==> config.mk <==
export PLATFORM = sky130hd
export DESIGN_NAME = lsu_ctrl_top
export DESIGN_NICKNAME = d
export VERILOG_FILES = /design/src/lsu_pkg.sv /design/src/lsu_rsp_if.sv /design/src/lsu_ctrl_top.sv /design/src/lsu_wbck_fmt.sv /design/src/lsu_ctrl.sv /design/src/lsu_excl_monitor.sv /design/src/lsu_outs_fifo.sv
export SDC_FILE = /design/constraint.sdc
export NUM_CORES = 1
export LEC_CHECK = 0
export ABC_AREA = 1
export BUFFER_PORTS_ARGS = -buffer_cell sky130_fd_sc_hd__buf_2
export CORE_MARGIN = 5
export CORE_UTILIZATION = 44
export CTS_CLUSTER_SIZE = 16
export DETAILED_ROUTE_END_ITERATION = 8
export GPL_TIMING_DRIVEN = 1
export PLACE_DENSITY = 0.73
export SLEW_MARGIN = 0
export SYNTH_ARGS = -nofsm -noshare
export SYNTH_HDL_FRONTEND = slang
export SYNTH_HIERARCHICAL = 1
export SYNTH_SLANG_ARGS = --single-unit
==> constraint.sdc <==
create_clock -name i_clk -period 5 [get_ports i_clk]
set_input_delay 0.25 -clock i_clk [delete_from_list [all_inputs] [get_ports i_clk]]
set_output_delay 0.25 -clock i_clk [all_outputs]
set_load 0.02 [all_outputs]
==> src/lsu_pkg.sv <==
package lsu_pkg;

  //////////////////////////////////////////////////
  // Data path widths
  localparam int XLEN    = 32;
  localparam int ADDR_W  = 32;
  localparam int WMASK_W = XLEN / 8;
  localparam int ITAG_W  = 2;

  //////////////////////////////////////////////////
  // DTCM region decode
  localparam int DTCM_ADDR_W    = 16;
  localparam int DTCM_REGION_HI = 31;
  localparam int DTCM_REGION_LO = 16;
  localparam logic [DTCM_REGION_HI-DTCM_REGION_LO:0] DTCM_REGION_VAL = 16'h8000;

  // Depth of the outstanding tracker
  localparam int OUTS_NUM = 2;

  // Access size as carried on the command bus
  typedef enum logic [1:0] {
    LSU_SIZE_BYTE = 2'b00,
    LSU_SIZE_HALF = 2'b01,
    LSU_SIZE_WORD = 2'b10
  } lsu_size_e;

  typedef enum logic {
    LSU_TGT_DTCM = 1'b0,
    LSU_TGT_BIU  = 1'b1
  } lsu_tgt_e;

  // One in-flight access, kept until its response returns
  typedef struct packed {
    lsu_tgt_e              tgt;
    logic                  scond_ok;
    logic                  read;
    logic                  excl;
    logic                  usign;
    lsu_size_e             size;
    logic [ITAG_W-1:0]     itag;
    logic [ADDR_W-1:0]     addr;
  } lsu_outs_t;

endpackage
==> src/lsu_rsp_if.sv <==
`timescale 1ns/1ps

// Response selected by the control, with the record of the access it answers
interface lsu_rsp_if import lsu_pkg::*; ();

  logic            valid;
  logic            ready;
  logic            err;
  logic [XLEN-1:0] rdata;
  lsu_outs_t       entry;
  logic            scond_ok;

  modport ctrl_mp (
    output valid,
    output err,
    output rdata,
    output entry,
    output scond_ok,
    input  ready
  );

  modport fmt_mp (
    input  valid,
    input  err,
    input  rdata,
    input  entry,
    input  scond_ok,
    output ready
  );

endinterface

==> src/lsu_ctrl_top.sv <==
`timescale 1ns/1ps

module lsu_ctrl_top import lsu_pkg::*; (
  input  logic                   i_clk,
  input  logic                   i_reset,
  input  logic                   i_commit_flush,

  input  logic                   i_agu_cmd_valid,
  output logic                   o_agu_cmd_ready,
  input  logic [ADDR_W-1:0]      i_agu_cmd_addr,
  input  logic                   i_agu_cmd_read,
  input  logic [XLEN-1:0]        i_agu_cmd_wdata,
  input  logic [WMASK_W-1:0]     i_agu_cmd_wmask,
  input  logic [1:0]             i_agu_cmd_size,
  input  logic                   i_agu_cmd_excl,
  input  logic                   i_agu_cmd_usign,
  input  logic [ITAG_W-1:0]      i_agu_cmd_itag,

  output logic                   o_dtcm_cmd_valid,
  input  logic                   i_dtcm_cmd_ready,
  output logic [DTCM_ADDR_W-1:0] o_dtcm_cmd_addr,
  output logic                   o_dtcm_cmd_read,
  output logic [XLEN-1:0]        o_dtcm_cmd_wdata,
  output logic [WMASK_W-1:0]     o_dtcm_cmd_wmask,
  output logic [1:0]             o_dtcm_cmd_size,
  input  logic                   i_dtcm_rsp_valid,
  output logic                   o_dtcm_rsp_ready,
  input  logic                   i_dtcm_rsp_err,
  input  logic [XLEN-1:0]        i_dtcm_rsp_rdata,

  output logic                   o_biu_cmd_valid,
  input  logic                   i_biu_cmd_ready,
  output logic [ADDR_W-1:0]      o_biu_cmd_addr,
  output logic                   o_biu_cmd_read,
  output logic [XLEN-1:0]        o_biu_cmd_wdata,
  output logic [WMASK_W-1:0]     o_biu_cmd_wmask,
  output logic [1:0]             o_biu_cmd_size,
  input  logic                   i_biu_rsp_valid,
  output logic                   o_biu_rsp_ready,
  input  logic                   i_biu_rsp_err,
  input  logic [XLEN-1:0]        i_biu_rsp_rdata,

  output logic                   o_lsu_valid,
  input  logic                   i_lsu_ready,
  output logic [XLEN-1:0]        o_lsu_wbck_wdat,
  output logic [ITAG_W-1:0]      o_lsu_wbck_itag,
  output logic                   o_lsu_wbck_err,
  output logic [ADDR_W-1:0]      o_lsu_cmt_badaddr,
  output logic                   o_lsu_cmt_ld,
  output logic                   o_lsu_cmt_st
);

  logic               push;
  lsu_outs_t          push_entry;
  logic               full;
  logic               head_valid;
  lsu_outs_t          head_entry;
  logic               pop;
  logic               cmd_accept;
  logic               scond_ok;
  logic [WMASK_W-1:0] wmask_pos;

  lsu_rsp_if rsp_if ();

  lsu_ctrl u_ctrl (
    .i_clk            (i_clk),
    .i_reset          (i_reset),
    .i_agu_cmd_valid  (i_agu_cmd_valid),
    .o_agu_cmd_ready  (o_agu_cmd_ready),
    .i_agu_cmd_addr   (i_agu_cmd_addr),
    .i_agu_cmd_read   (i_agu_cmd_read),
    .i_agu_cmd_wdata  (i_agu_cmd_wdata),
    .i_agu_cmd_size   (i_agu_cmd_size),
    .i_agu_cmd_excl   (i_agu_cmd_excl),
    .i_agu_cmd_usign  (i_agu_cmd_usign),
    .i_agu_cmd_itag   (i_agu_cmd_itag),
    .o_dtcm_cmd_valid (o_dtcm_cmd_valid),
    .i_dtcm_cmd_ready (i_dtcm_cmd_ready),
    .o_dtcm_cmd_addr  (o_dtcm_cmd_addr),
    .o_dtcm_cmd_read  (o_dtcm_cmd_read),
    .o_dtcm_cmd_wdata (o_dtcm_cmd_wdata),
    .o_dtcm_cmd_wmask (o_dtcm_cmd_wmask),
    .o_dtcm_cmd_size  (o_dtcm_cmd_size),
    .i_dtcm_rsp_valid (i_dtcm_rsp_valid),
    .o_dtcm_rsp_ready (o_dtcm_rsp_ready),
    .i_dtcm_rsp_err   (i_dtcm_rsp_err),
    .i_dtcm_rsp_rdata (i_dtcm_rsp_rdata),
    .o_biu_cmd_valid  (o_biu_cmd_valid),
    .i_biu_cmd_ready  (i_biu_cmd_ready),
    .o_biu_cmd_addr   (o_biu_cmd_addr),
    .o_biu_cmd_read   (o_biu_cmd_read),
    .o_biu_cmd_wdata  (o_biu_cmd_wdata),
    .o_biu_cmd_wmask  (o_biu_cmd_wmask),
    .o_biu_cmd_size   (o_biu_cmd_size),
    .i_biu_rsp_valid  (i_biu_rsp_valid),
    .o_biu_rsp_ready  (o_biu_rsp_ready),
    .i_biu_rsp_err    (i_biu_rsp_err),
    .i_biu_rsp_rdata  (i_biu_rsp_rdata),
    .o_push           (push),
    .o_push_entry     (push_entry),
    .i_full           (full),
    .i_head_valid     (head_valid),
    .i_head_entry     (head_entry),
    .o_pop            (pop),
    .o_cmd_accept     (cmd_accept),
    .i_scond_ok       (scond_ok),
    .i_wmask_pos      (wmask_pos),
    .rsp              (rsp_if.ctrl_mp)
  );

  lsu_outs_fifo u_outs_fifo (
    .i_clk        (i_clk),
    .i_reset      (i_reset),
    .i_push       (push),
    .i_push_entry (push_entry),
    .o_full       (full),
    .o_head_valid (head_valid),
    .o_head_entry (head_entry),
    .i_pop        (pop)
  );

  lsu_excl_monitor u_excl_monitor (
    .i_clk          (i_clk),
    .i_reset        (i_reset),
    .i_commit_flush (i_commit_flush),
    .i_cmd_accept   (cmd_accept),
    .i_cmd_addr     (i_agu_cmd_addr),
    .i_cmd_read     (i_agu_cmd_read),
    .i_cmd_excl     (i_agu_cmd_excl),
    .i_cmd_wmask    (i_agu_cmd_wmask),
    .o_scond_ok     (scond_ok),
    .o_wmask_pos    (wmask_pos)
  );

  lsu_wbck_fmt u_wbck_fmt (
    .rsp               (rsp_if.fmt_mp),
    .o_lsu_valid       (o_lsu_valid),
    .i_lsu_ready       (i_lsu_ready),
    .o_lsu_wbck_wdat   (o_lsu_wbck_wdat),
    .o_lsu_wbck_itag   (o_lsu_wbck_itag),
    .o_lsu_wbck_err    (o_lsu_wbck_err),
    .o_lsu_cmt_badaddr (o_lsu_cmt_badaddr),
    .o_lsu_cmt_ld      (o_lsu_cmt_ld),
    .o_lsu_cmt_st      (o_lsu_cmt_st)
  );

endmodule

==> src/lsu_wbck_fmt.sv <==
`timescale 1ns/1ps

module lsu_wbck_fmt import lsu_pkg::*; (
  lsu_rsp_if.fmt_mp          rsp,

  output logic               o_lsu_valid,
  input  logic               i_lsu_ready,
  output logic [XLEN-1:0]    o_lsu_wbck_wdat,
  output logic [ITAG_W-1:0]  o_lsu_wbck_itag,
  output logic               o_lsu_wbck_err,
  output logic [ADDR_W-1:0]  o_lsu_cmt_badaddr,
  output logic               o_lsu_cmt_ld,
  output logic               o_lsu_cmt_st
);

  logic [XLEN-1:0] rdata_algn;
  logic [XLEN-1:0] load_data;
  logic [XLEN-1:0] scond_wdat;
  logic            ext_b;
  logic            ext_h;

  // Bring the addressed byte lane down to bit 0
  assign rdata_algn = rsp.rdata >> {rsp.entry.addr[1:0], 3'b000};

  assign ext_b = ~rsp.entry.usign & rdata_algn[7];
  assign ext_h = ~rsp.entry.usign & rdata_algn[15];

  always_comb begin
    case (rsp.entry.size)
      LSU_SIZE_BYTE: load_data = {{(XLEN-8){ext_b}}, rdata_algn[7:0]};
      LSU_SIZE_HALF: load_data = {{(XLEN-16){ext_h}}, rdata_algn[15:0]};
      default:       load_data = rdata_algn;
    endcase
  end

  // RISC-V SC writes zero on success
  assign scond_wdat = rsp.scond_ok ? '0 : XLEN'(1);

  assign o_lsu_wbck_wdat = (~rsp.entry.read & rsp.entry.excl) ? scond_wdat : load_data;

  assign o_lsu_valid       = rsp.valid;
  assign rsp.ready         = i_lsu_ready;
  assign o_lsu_wbck_itag   = rsp.entry.itag;
  assign o_lsu_wbck_err    = rsp.err;
  assign o_lsu_cmt_badaddr = rsp.entry.addr;
  assign o_lsu_cmt_ld      = rsp.entry.read;
  assign o_lsu_cmt_st      = ~rsp.entry.read;

endmodule

==> src/lsu_ctrl.sv <==
`timescale 1ns/1ps

module lsu_ctrl import lsu_pkg::*; (
  input  logic                   i_clk,
  input  logic                   i_reset,

  // AGU command
  input  logic                   i_agu_cmd_valid,
  output logic                   o_agu_cmd_ready,
  input  logic [ADDR_W-1:0]      i_agu_cmd_addr,
  input  logic                   i_agu_cmd_read,
  input  logic [XLEN-1:0]        i_agu_cmd_wdata,
  input  logic [1:0]             i_agu_cmd_size,
  input  logic                   i_agu_cmd_excl,
  input  logic                   i_agu_cmd_usign,
  input  logic [ITAG_W-1:0]      i_agu_cmd_itag,

  // DTCM target
  output logic                   o_dtcm_cmd_valid,
  input  logic                   i_dtcm_cmd_ready,
  output logic [DTCM_ADDR_W-1:0] o_dtcm_cmd_addr,
  output logic                   o_dtcm_cmd_read,
  output logic [XLEN-1:0]        o_dtcm_cmd_wdata,
  output logic [WMASK_W-1:0]     o_dtcm_cmd_wmask,
  output logic [1:0]             o_dtcm_cmd_size,
  input  logic                   i_dtcm_rsp_valid,
  output logic                   o_dtcm_rsp_ready,
  input  logic                   i_dtcm_rsp_err,
  input  logic [XLEN-1:0]        i_dtcm_rsp_rdata,

  // BIU target
  output logic                   o_biu_cmd_valid,
  input  logic                   i_biu_cmd_ready,
  output logic [ADDR_W-1:0]      o_biu_cmd_addr,
  output logic                   o_biu_cmd_read,
  output logic [XLEN-1:0]        o_biu_cmd_wdata,
  output logic [WMASK_W-1:0]     o_biu_cmd_wmask,
  output logic [1:0]             o_biu_cmd_size,
  input  logic                   i_biu_rsp_valid,
  output logic                   o_biu_rsp_ready,
  input  logic                   i_biu_rsp_err,
  input  logic [XLEN-1:0]        i_biu_rsp_rdata,

  // Outstanding FIFO
  output logic                   o_push,
  output lsu_outs_t              o_push_entry,
  input  logic                   i_full,
  input  logic                   i_head_valid,
  input  lsu_outs_t              i_head_entry,
  output logic                   o_pop,

  // Reservation monitor
  output logic                   o_cmd_accept,
  input  logic                   i_scond_ok,
  input  logic [WMASK_W-1:0]     i_wmask_pos,

  lsu_rsp_if.ctrl_mp             rsp
);

  lsu_tgt_e cmd_tgt;
  logic     diff_tgt;
  logic     issue_ok;
  logic     cmd_accept;
  logic     head_dtcm;
  logic     head_biu;

  //////////////////////////////////////////////////
  // Command side

  assign cmd_tgt = (i_agu_cmd_addr[DTCM_REGION_HI:DTCM_REGION_LO] == DTCM_REGION_VAL) ?
                   LSU_TGT_DTCM : LSU_TGT_BIU;

  // Keep responses in order by never mixing targets in flight
  assign diff_tgt = i_head_valid & (i_head_entry.tgt != cmd_tgt);

  // Both readies are required so that ready does not wait on the decode
  assign issue_ok   = i_dtcm_cmd_ready & i_biu_cmd_ready & ~i_full & ~diff_tgt;
  assign cmd_accept = i_agu_cmd_valid & issue_ok;

  assign o_agu_cmd_ready = issue_ok;
  assign o_cmd_accept    = cmd_accept;
  assign o_push          = cmd_accept;

  assign o_dtcm_cmd_valid = cmd_accept & (cmd_tgt == LSU_TGT_DTCM);
  assign o_dtcm_cmd_addr  = i_agu_cmd_addr[DTCM_ADDR_W-1:0];
  assign o_dtcm_cmd_read  = i_agu_cmd_read;
  assign o_dtcm_cmd_wdata = i_agu_cmd_wdata;
  assign o_dtcm_cmd_wmask = i_wmask_pos;
  assign o_dtcm_cmd_size  = i_agu_cmd_size;

  assign o_biu_cmd_valid = cmd_accept & (cmd_tgt == LSU_TGT_BIU);
  assign o_biu_cmd_addr  = i_agu_cmd_addr;
  assign o_biu_cmd_read  = i_agu_cmd_read;
  assign o_biu_cmd_wdata = i_agu_cmd_wdata;
  assign o_biu_cmd_wmask = i_wmask_pos;
  assign o_biu_cmd_size  = i_agu_cmd_size;

  assign o_push_entry = '{
    tgt:      cmd_tgt,
    scond_ok: i_scond_ok,
    read:     i_agu_cmd_read,
    excl:     i_agu_cmd_excl,
    usign:    i_agu_cmd_usign,
    size:     lsu_size_e'(i_agu_cmd_size),
    itag:     i_agu_cmd_itag,
    addr:     i_agu_cmd_addr
  };

  //////////////////////////////////////////////////
  // Response side, steered by the oldest record

  assign head_dtcm = i_head_valid & (i_head_entry.tgt == LSU_TGT_DTCM);
  assign head_biu  = i_head_valid & (i_head_entry.tgt == LSU_TGT_BIU);

  assign rsp.valid    = (head_dtcm & i_dtcm_rsp_valid) | (head_biu & i_biu_rsp_valid);
  assign rsp.err      = head_biu ? i_biu_rsp_err : i_dtcm_rsp_err;
  assign rsp.rdata    = head_biu ? i_biu_rsp_rdata : i_dtcm_rsp_rdata;
  assign rsp.entry    = i_head_entry;
  assign rsp.scond_ok = i_head_entry.scond_ok;

  assign o_dtcm_rsp_ready = head_dtcm & rsp.ready;
  assign o_biu_rsp_ready  = head_biu & rsp.ready;
  assign o_pop            = rsp.valid & rsp.ready;

  a_one_target: assert property (@(posedge i_clk) disable iff (i_reset)
    !(o_dtcm_cmd_valid && o_biu_cmd_valid))
    else $error("Command issued to both targets");

  // A target answering with nothing in flight means a lost or extra response
  a_rsp_tracked: assert property (@(posedge i_clk) disable iff (i_reset)
    (i_dtcm_rsp_valid || i_biu_rsp_valid) |-> i_head_valid)
    else $error("Target response with empty outstanding FIFO");

endmodule

==> src/lsu_excl_monitor.sv <==
`timescale 1ns/1ps

module lsu_excl_monitor import lsu_pkg::*; (
  input  logic               i_clk,
  input  logic               i_reset,
  input  logic               i_commit_flush,
  input  logic               i_cmd_accept,
  input  logic [ADDR_W-1:0]  i_cmd_addr,
  input  logic               i_cmd_read,
  input  logic               i_cmd_excl,
  input  logic [WMASK_W-1:0] i_cmd_wmask,
  output logic               o_scond_ok,
  output logic [WMASK_W-1:0] o_wmask_pos
);

  logic              excl_flg_r;
  logic [ADDR_W-1:0] excl_addr_r;
  logic              addr_match;
  logic              flg_set;
  logic              flg_clr;
  logic              is_scond;

  assign addr_match = (i_cmd_addr == excl_addr_r);
  assign is_scond   = i_cmd_excl & ~i_cmd_read;

  // Load-reserved arms, any write that hits the reservation disarms
  assign flg_set = i_cmd_accept & i_cmd_read & i_cmd_excl;
  assign flg_clr = (i_cmd_accept & ~i_cmd_read & addr_match & excl_flg_r) | i_commit_flush;

  always_ff @(posedge i_clk) begin
    if (i_reset) begin
      excl_flg_r <= 1'b0;
    end else if (flg_set) begin
      excl_flg_r <= 1'b1;
    end else if (flg_clr) begin
      excl_flg_r <= 1'b0;
    end
  end

  always_ff @(posedge i_clk) begin
    if (flg_set) begin
      excl_addr_r <= i_cmd_addr;
    end
  end

  assign o_scond_ok = is_scond & excl_flg_r & addr_match;

  // Failed store-conditional must not touch memory
  assign o_wmask_pos = (is_scond & ~o_scond_ok) ? '0 : i_cmd_wmask;

endmodule

==> src/lsu_outs_fifo.sv <==
`timescale 1ns/1ps

module lsu_outs_fifo import lsu_pkg::*; (
  input  logic      i_clk,
  input  logic      i_reset,
  input  logic      i_push,
  input  lsu_outs_t i_push_entry,
  output logic      o_full,
  output logic      o_head_valid,
  output lsu_outs_t o_head_entry,
  input  logic      i_pop
);

  lsu_outs_t                       entries [OUTS_NUM];
  logic [$clog2(OUTS_NUM)-1:0]     wr_ptr;
  logic [$clog2(OUTS_NUM)-1:0]     rd_ptr;
  logic [$clog2(OUTS_NUM+1)-1:0]   count;

  always_ff @(posedge i_clk) begin
    if (i_reset) begin
      wr_ptr <= '0;
      rd_ptr <= '0;
      count  <= '0;
    end else begin
      if (i_push) begin
        wr_ptr <= (wr_ptr == OUTS_NUM - 1) ? '0 : wr_ptr + 1'b1;
      end
      if (i_pop) begin
        rd_ptr <= (rd_ptr == OUTS_NUM - 1) ? '0 : rd_ptr + 1'b1;
      end
      case ({i_push, i_pop})
        2'b10:   count <= count + 1'b1;
        2'b01:   count <= count - 1'b1;
        default: count <= count;
      endcase
    end
  end

  always_ff @(posedge i_clk) begin
    if (i_push) begin
      entries[wr_ptr] <= i_push_entry;
    end
  end

  assign o_full       = (count == OUTS_NUM);
  assign o_head_valid = (count != 0);

  // Head fields act as control downstream, so hide stale records
  assign o_head_entry = o_head_valid ? entries[rd_ptr] : '0;

  a_no_ovf_udf: assert property (@(posedge i_clk) disable iff (i_reset)
    !(i_push && o_full && !i_pop) && !(i_pop && !o_head_valid))
    else $error("Outstanding FIFO overflow or underflow");

endmodule

==> results.py, run 1 <==
metrics = {
    "run_status": {
        "status": "completed",
    },
    "sta": {
        "post-route-period-util_pct": 70.9,
        "worst_slew_pin_slew_ps": 974,
        "finalCriticalPeriod_ps": 3540,
        "maxSlewViolCount": 0,
        "finalSetupTns_ps": 0,
        "skew_ps": 6.22,
        "fmax_mhz": 282,
        "fin_ws_ps": 1460,
        "setup_viol": 0,
        "grt_setup_unrepaired": "false",
        "slew_headroom_pct": 35.0,
        "finalHoldViolations": 0,
    },
    "global_route": {
        "grt_pass1_vias": 5859,
        "antenna_found_initial": 1,
        "gr-total-overflow": 0,
        "grt_max_degree": 43,
        "grt_pass1_wl_um": 31300,
        "grtUsageTotal_pct": 18.3,
    },
    "worst_setup_path": {
        "crit_path_max_incr_delay_ps": 500,
        "path_class": "reg2out",
        "worst_path_max_delay_cell": "dfxtp_2",
        "start_kind": "flip-flop",
        "crit_chain": "nand2_1, a21oi_1, nand2_4, inv_4, nand2_1, nand2_1, nand2_1, nand3_1, nand3_4, nand3_4, nand2_1, inv_1, buf_2",
        "crit_family": "simple AND/OR/NAND/NOR gates",
        "cp_common_cell": "nand2_1",
        "cp.arrival_ps": 3290,
        "endpoint_kind": "output port",
        "required_ps": 4750,
        "crit_buf_inv": 3,
        "cp_max_fo": 35,
    },
    "clock_network": {
        "tritoncts.num_buffers": 17,
        "clock_path_buffers": 2,
        "cts-root-buf": "clkbuf_16",
        "cts_sinks": 120,
        "cts_hold_buffers": 0,
        "tritoncts": "done",
        "post_cts_buffers": 0,
        "clk_pin_slew_ps": 60,
        "cts.repair.resized": 0,
        "worstSkewPairLatency_ps": 410,
        "cts_max_level": 4,
    },
    "yosys": {
        "avgSynthCellArea_um2": 8.29,
        "ys_warn_count": 6,
        "syn_area_um2": 8370,
        "syn-instance-count": 1010,
        "syn-num-nets": 1161,
    },
    "pwr": {
        "p_int_uw": 2220,
        "p_sw_uw": 894,
        "p_sw_share_pct": 28.7,
        "p_comb_share_pct": 21.0,
        "sequentialPowerShare_pct": 36.4,
        "ir_drop_uv": 317,
        "clkPwrFrac_pct": 42.6,
        "power_density_nw_per_um2": 363,
        "p_leak_uw": 0.00408,
    },
    "floorplanning": {
        "start_util_pct": 44.7,
        "die_w_um": 148,
        "die_area_um2": 21900,
        "rows": 50,
        "die_height_um": 148,
        "io_pins": 351,
        "core-area_um2": 18700,
    },
    "finish": {
        "n_antenna_cell": 0,
        "final_common_cell": "nand2_1",
        "finalInstanceArea_um2": 8580,
        "final_nets": 1161,
        "most-common-layout-cells": "nand2_1, buf_2, edfxtp_1",
        "syn2layout_area_growth_pct": 2.50,
        "fin_cells": 1257,
        "drive_gt1_share_pct": 32.8,
    },
    "route": {
        "wl_per_cell_um": 16.7,
        "via_per_inst": 4.85,
        "drtIter0Drc": 413,
        "drcViolationCount": 0,
        "routed_wl_um": 21100,
        "via_count": 6092,
        "ant_nets": 0,
        "firstDrtPassIters": 5,
    },
    "placement": {
        "dp_slack_ps": 1920,
        "place_area_um2": 7930,
        "io_buffers": 254,
        "dp_cells": 1225,
        "dp_hpwl_um": 15400,
        "gp_congestion": 0.926,
    },
    "min_path": {
        "min_path_type": "in2reg",
    },
    "flow_run": {
        "drv_cap": 0,
    },
}
==> power groups by stage <==
stage,logic [uW],registers (uW),clock network [uW]
CTS,662,1130,1340
detailed placement,658,1150,0
global route,715,1130,1390
finish,654,1130,1330
floorplan,610,1150,0
global placement,655,1150,0
==> layer usage <==
metal / part of all wire, % / track usage (%) / routed length (um)
met3: 9.9 / 5.36 / 2090
met5: 0.033 / 0 / 7
met1: 39 / 22.0 / 8130
met2: 49 / 31.5 / 10400
met4: 2.2 / 6.33 / 462
==> path summary, 6_finish.rpt <==
path | end | depth (start not counted) | slack (ps) | startpoint
worst min-delay path | u_outs_fifo/entries[1][33]$_DFFE_PP_ | 1 | 30 | i_agu_cmd_itag[1]
worst min register to register | flip-flop | 2 | 520 | u_outs_fifo/rd_ptr$_SDFFE_PP0P_
worst max register to register | u_outs_fifo/entries[0][39]$_DFFE_PP_ | 10 | 1980 | u_outs_fifo/count[1]$_SDFFE_PP0P_
worst max-delay path | o_lsu_wbck_wdat[30] | 13 | 1460 | flip-flop
==> cell type report <==
cell class | count | area, um^2
fillers | 1759 | 10100
flip-flops and latches | 120 | 3540
multi-input cells | 541 | 2490
repair buffers | 263 | 1340
clock buffers | 18 | 429
well taps | 234 | 293
inverters | 67 | 260
clock inverters | 14 | 221
==> stage by stage <==
step           utilization (%)  power [uW]  hold WS (ps)
3_3_place_gp              42.4        1810           449
4_1_cts                   45.9        3130          21.0
5_1_grt                   45.9        3240          9.32
2_1_floorplan                -        1760           319
3_5_place_dp              42.4        1810           447
6_report                  45.9        3110          30.7
==> state kept, by name, indices dropped and copies added (netlist names), named ones only <==
| signal | count |
|---|---|
| u_outs_fifo/entries | 82 |
| u_excl_monitor/excl_addr_r | 32 |
| u_outs_fifo/count | 2 |
| u_excl_monitor/excl_flg_r | 1 |
| u_outs_fifo/rd_ptr | 1 |
| u_outs_fifo/wr_ptr | 1 |
No activity file was read; power rests on OpenSTA's default activity.
==> inputs of run 2 (changes only) <==
--- a/config.mk
+++ b/config.mk
@@ -12,7 +12,7 @@
 export CTS_CLUSTER_SIZE = 16
 export DETAILED_ROUTE_END_ITERATION = 8
 export GPL_TIMING_DRIVEN = 1
-export PLACE_DENSITY = 0.73
+export PLACE_DENSITY = 0.76
 export SLEW_MARGIN = 0
 export SYNTH_ARGS = -nofsm -noshare
 export SYNTH_HDL_FRONTEND = slang
==> constraint.sdc (replaced) <==
create_clock -name i_clk -period 3 [get_ports i_clk]
set_input_delay 0.15 -clock i_clk [delete_from_list [all_inputs] [get_ports i_clk]]
set_output_delay 0.15 -clock i_clk [all_outputs]
set_load 0.02 [all_outputs]
==> results.py, run 2 (same netlist as run 1, synthesis figures left out) <==
metrics = {
    "finish": {
        "most-common-layout-cells": "nand2_1, buf_2, edfxtp_1",
        "largestRegisters": "u_outs_fifo/entries x82, u_excl_monitor/excl_addr_r x32, u_outs_fifo/count x2",
        "n_antenna_cell": 0,
        "syn2layout_area_growth_pct": 5.25,
        "fillers": 1737,
        "finish.utilization_pct": 47.1,
        "largest_reg_flops": 82,
        "finalInstanceArea_um2": 8810,
        "drive_gt1_share_pct": 32.7,
        "top_register": "u_outs_fifo/entries",
        "final_common_cell": "nand2_1",
        "final_nets": 1184,
    },
    "floorplanning": {
        "start_util_pct": 44.7,
        "io_pins": 351,
        "die_w_um": 148,
        "die_area_um2": 21900,
        "core-area_um2": 18700,
        "die_height_um": 148,
        "rows": 50,
    },
    "global_route": {
        "gr-total-overflow": 0,
        "grt_pass1_vias": 6029,
        "grt_max_degree": 35,
        "grt_pass1_wl_um": 32100,
        "grtUsageTotal_pct": 18.5,
        "antenna_found_initial": 2,
    },
    "clock_network": {
        "tritoncts.num_buffers": 17,
        "clock_path_buffers": 2,
        "clk_pin_slew_ps": 50,
        "worstSkewPairLatency_ps": 410,
        "cts_max_level": 4,
        "tritoncts": "done",
        "cts-root-buf": "clkbuf_16",
        "cts_sinks": 120,
    },
    "min_path": {
        "min_path_type": "in2reg",
        "min_to": "u_outs_fifo/entries[0][27]$_DFFE_PP_",
        "whs_path_depth": 1,
        "worstHoldStart": "i_agu_cmd_addr[27]",
    },
    "route": {
        "drtIter0Drc": 326,
        "via_per_inst": 4.77,
        "via_count": 6111,
        "ant_nets": 0,
        "routed_wl_um": 20900,
        "drcViolationCount": 0,
        "firstDrtPassIters": 5,
        "wl_per_cell_um": 16.4,
    },
    "pwr": {
        "power_density_nw_per_um2": 576,
        "p_leak_uw": 0.00417,
        "ir_drop_uv": 437,
    },
    "worst_setup_path": {
        "crit_path_max_incr_delay_ps": 470,
        "cp_common_cell": "nand2_1",
        "crit_chain": "nand2_1, a21oi_4, nand2_4, buf_8, nand2_1, nand2_1, nand2_1, nand3_1, nand3_4, nand3_4, nand2_1, inv_1, buf_2",
        "cp.arrival_ps": 2640,
        "path_class": "reg2out",
        "cp_max_fo": 34,
        "rrSetupSlack_ps": 670,
        "worst_path_max_delay_cell": "dfxtp_4",
        "endpoint_kind": "output port",
        "start_kind": "flip-flop",
        "r2r-end": "u_outs_fifo/entries[0][4]$_DFFE_PP_",
        "required_ps": 2850,
        "rr_worst_depth": 11,
    },
    "placement": {
        "io_buffers": 254,
        "gp_congestion": 0.926,
        "place_area_um2": 8010,
        "dp_slack_ps": 268,
        "dp_hpwl_um": 15500,
    },
    "sta": {
        "post-route-period-util_pct": 93.1,
        "slew_headroom_pct": 72.7,
        "finalSetupTns_ps": 0,
        "skew_ps": 6.90,
        "worst_slew_pin_slew_ps": 410,
        "maxSlewViolCount": 0,
        "grt_setup_unrepaired": "false",
        "finalCriticalPeriod_ps": 2790,
        "setup_viol": 0,
        "fin_ws_ps": 207,
        "fmax_mhz": 358,
        "finalHoldViolations": 0,
    },
    "flow_run": {
        "drv_cap": 0,
    },
    "run_status": {
        "status": "completed",
    },
}
## run 2: cell count changes in the layout (fill, tap and decap cells not counted), sizes merged
cell and delta:
clkbuf +1, inv -3, bufinv -1, buf +9, dlygate4sd3 +14, clkinv +2
clkinvlp +1
## run 2: layer usage
layer / up-vias / part of all wire, % / global-route usage (%)
met4: 4 / 1.7 / 5.54
li1: 3005 / - / -
met3: 33 / 8.8 / 4.54
met1: 2771 / 39 / 22.1
met2: 298 / 51 / 33.1
met5: - / 0.13 / 0
## run 2: area by class of cell
class	instances	area (um^2)	share of cell area [%]
Tap cell	234	293	3.32
Clock buffer	19	433	4.91
Sequential cell	120	3550	40.3
Timing Repair Buffer	286	1590	18.0
Multi-Input combinational cell	541	2500	28.4
Clock inverter	13	179	2.03
Inverter	67	268	3.04
## run 2: how the worst max path moves through the flow
stage | start | to | slack [ps] | cells after the start
finish | flip-flop | o_lsu_wbck_wdat[31] | 210 | 13
global route | flip-flop | o_lsu_wbck_wdat[18] | 0.3 | 11
CTS | flip-flop | o_lsu_wbck_wdat[31] | 3 | 13
detailed placement | u_outs_fifo/count[0]$_SDFFE_PP0P_ | o_lsu_wbck_wdat[31] | 270 | 13
global placement | u_outs_fifo/count[1]$_SDFFE_PP0P_ | o_lsu_wbck_wdat[31] | 390 | 13
floorplan | flip-flop | u_outs_fifo/entries[0][0]$_DFFE_PP_ | 20 | 11
## run 2: repair_timing
item	in CTS	in global routing
gates cloned	0	0
pin swaps	1	0
endpoints found under the setup margin	24	28
gates resized for setup	2	9
endpoints found under the hold margin	35	0
hold buffers	14	0
buffers inserted	2	0
## run 2: worst max-delay path, delay by kind of cell, from the launching register on
| family | cells | cell delay, ps |
|---|---|---|
| compound gates | 1 | 240 |
| buf+inv | 3 | 390 |
| flops | 1 | 470 |
| simple gates | 9 | 1130 |
## run 2: through the flow
| stage | hold WS (ps) | power [uW] | cells |
|---|---|---|---|
| 2_1_floorplan | 219 | 2930 | 1010 |
| 3_3_place_gp | 300 | 3010 | 1233 |
| 3_5_place_dp | 300 | 3020 | 1233 |
| 4_1_cts | 4.10 | 5110 | 1281 |
| 5_1_grt | 5.37 | 5300 | 1280 |
| 6_report | 13.7 | 5080 | 1280 |
## run 2: where the power goes
part | total [uW] | switching [uW] | internal (uW)
clock | 2080 | 697 | 1380
sequential | 1890 | 15.3 | 1870
combinational | 1110 | 745 | 366
total | 5080 | 1460 | 3620
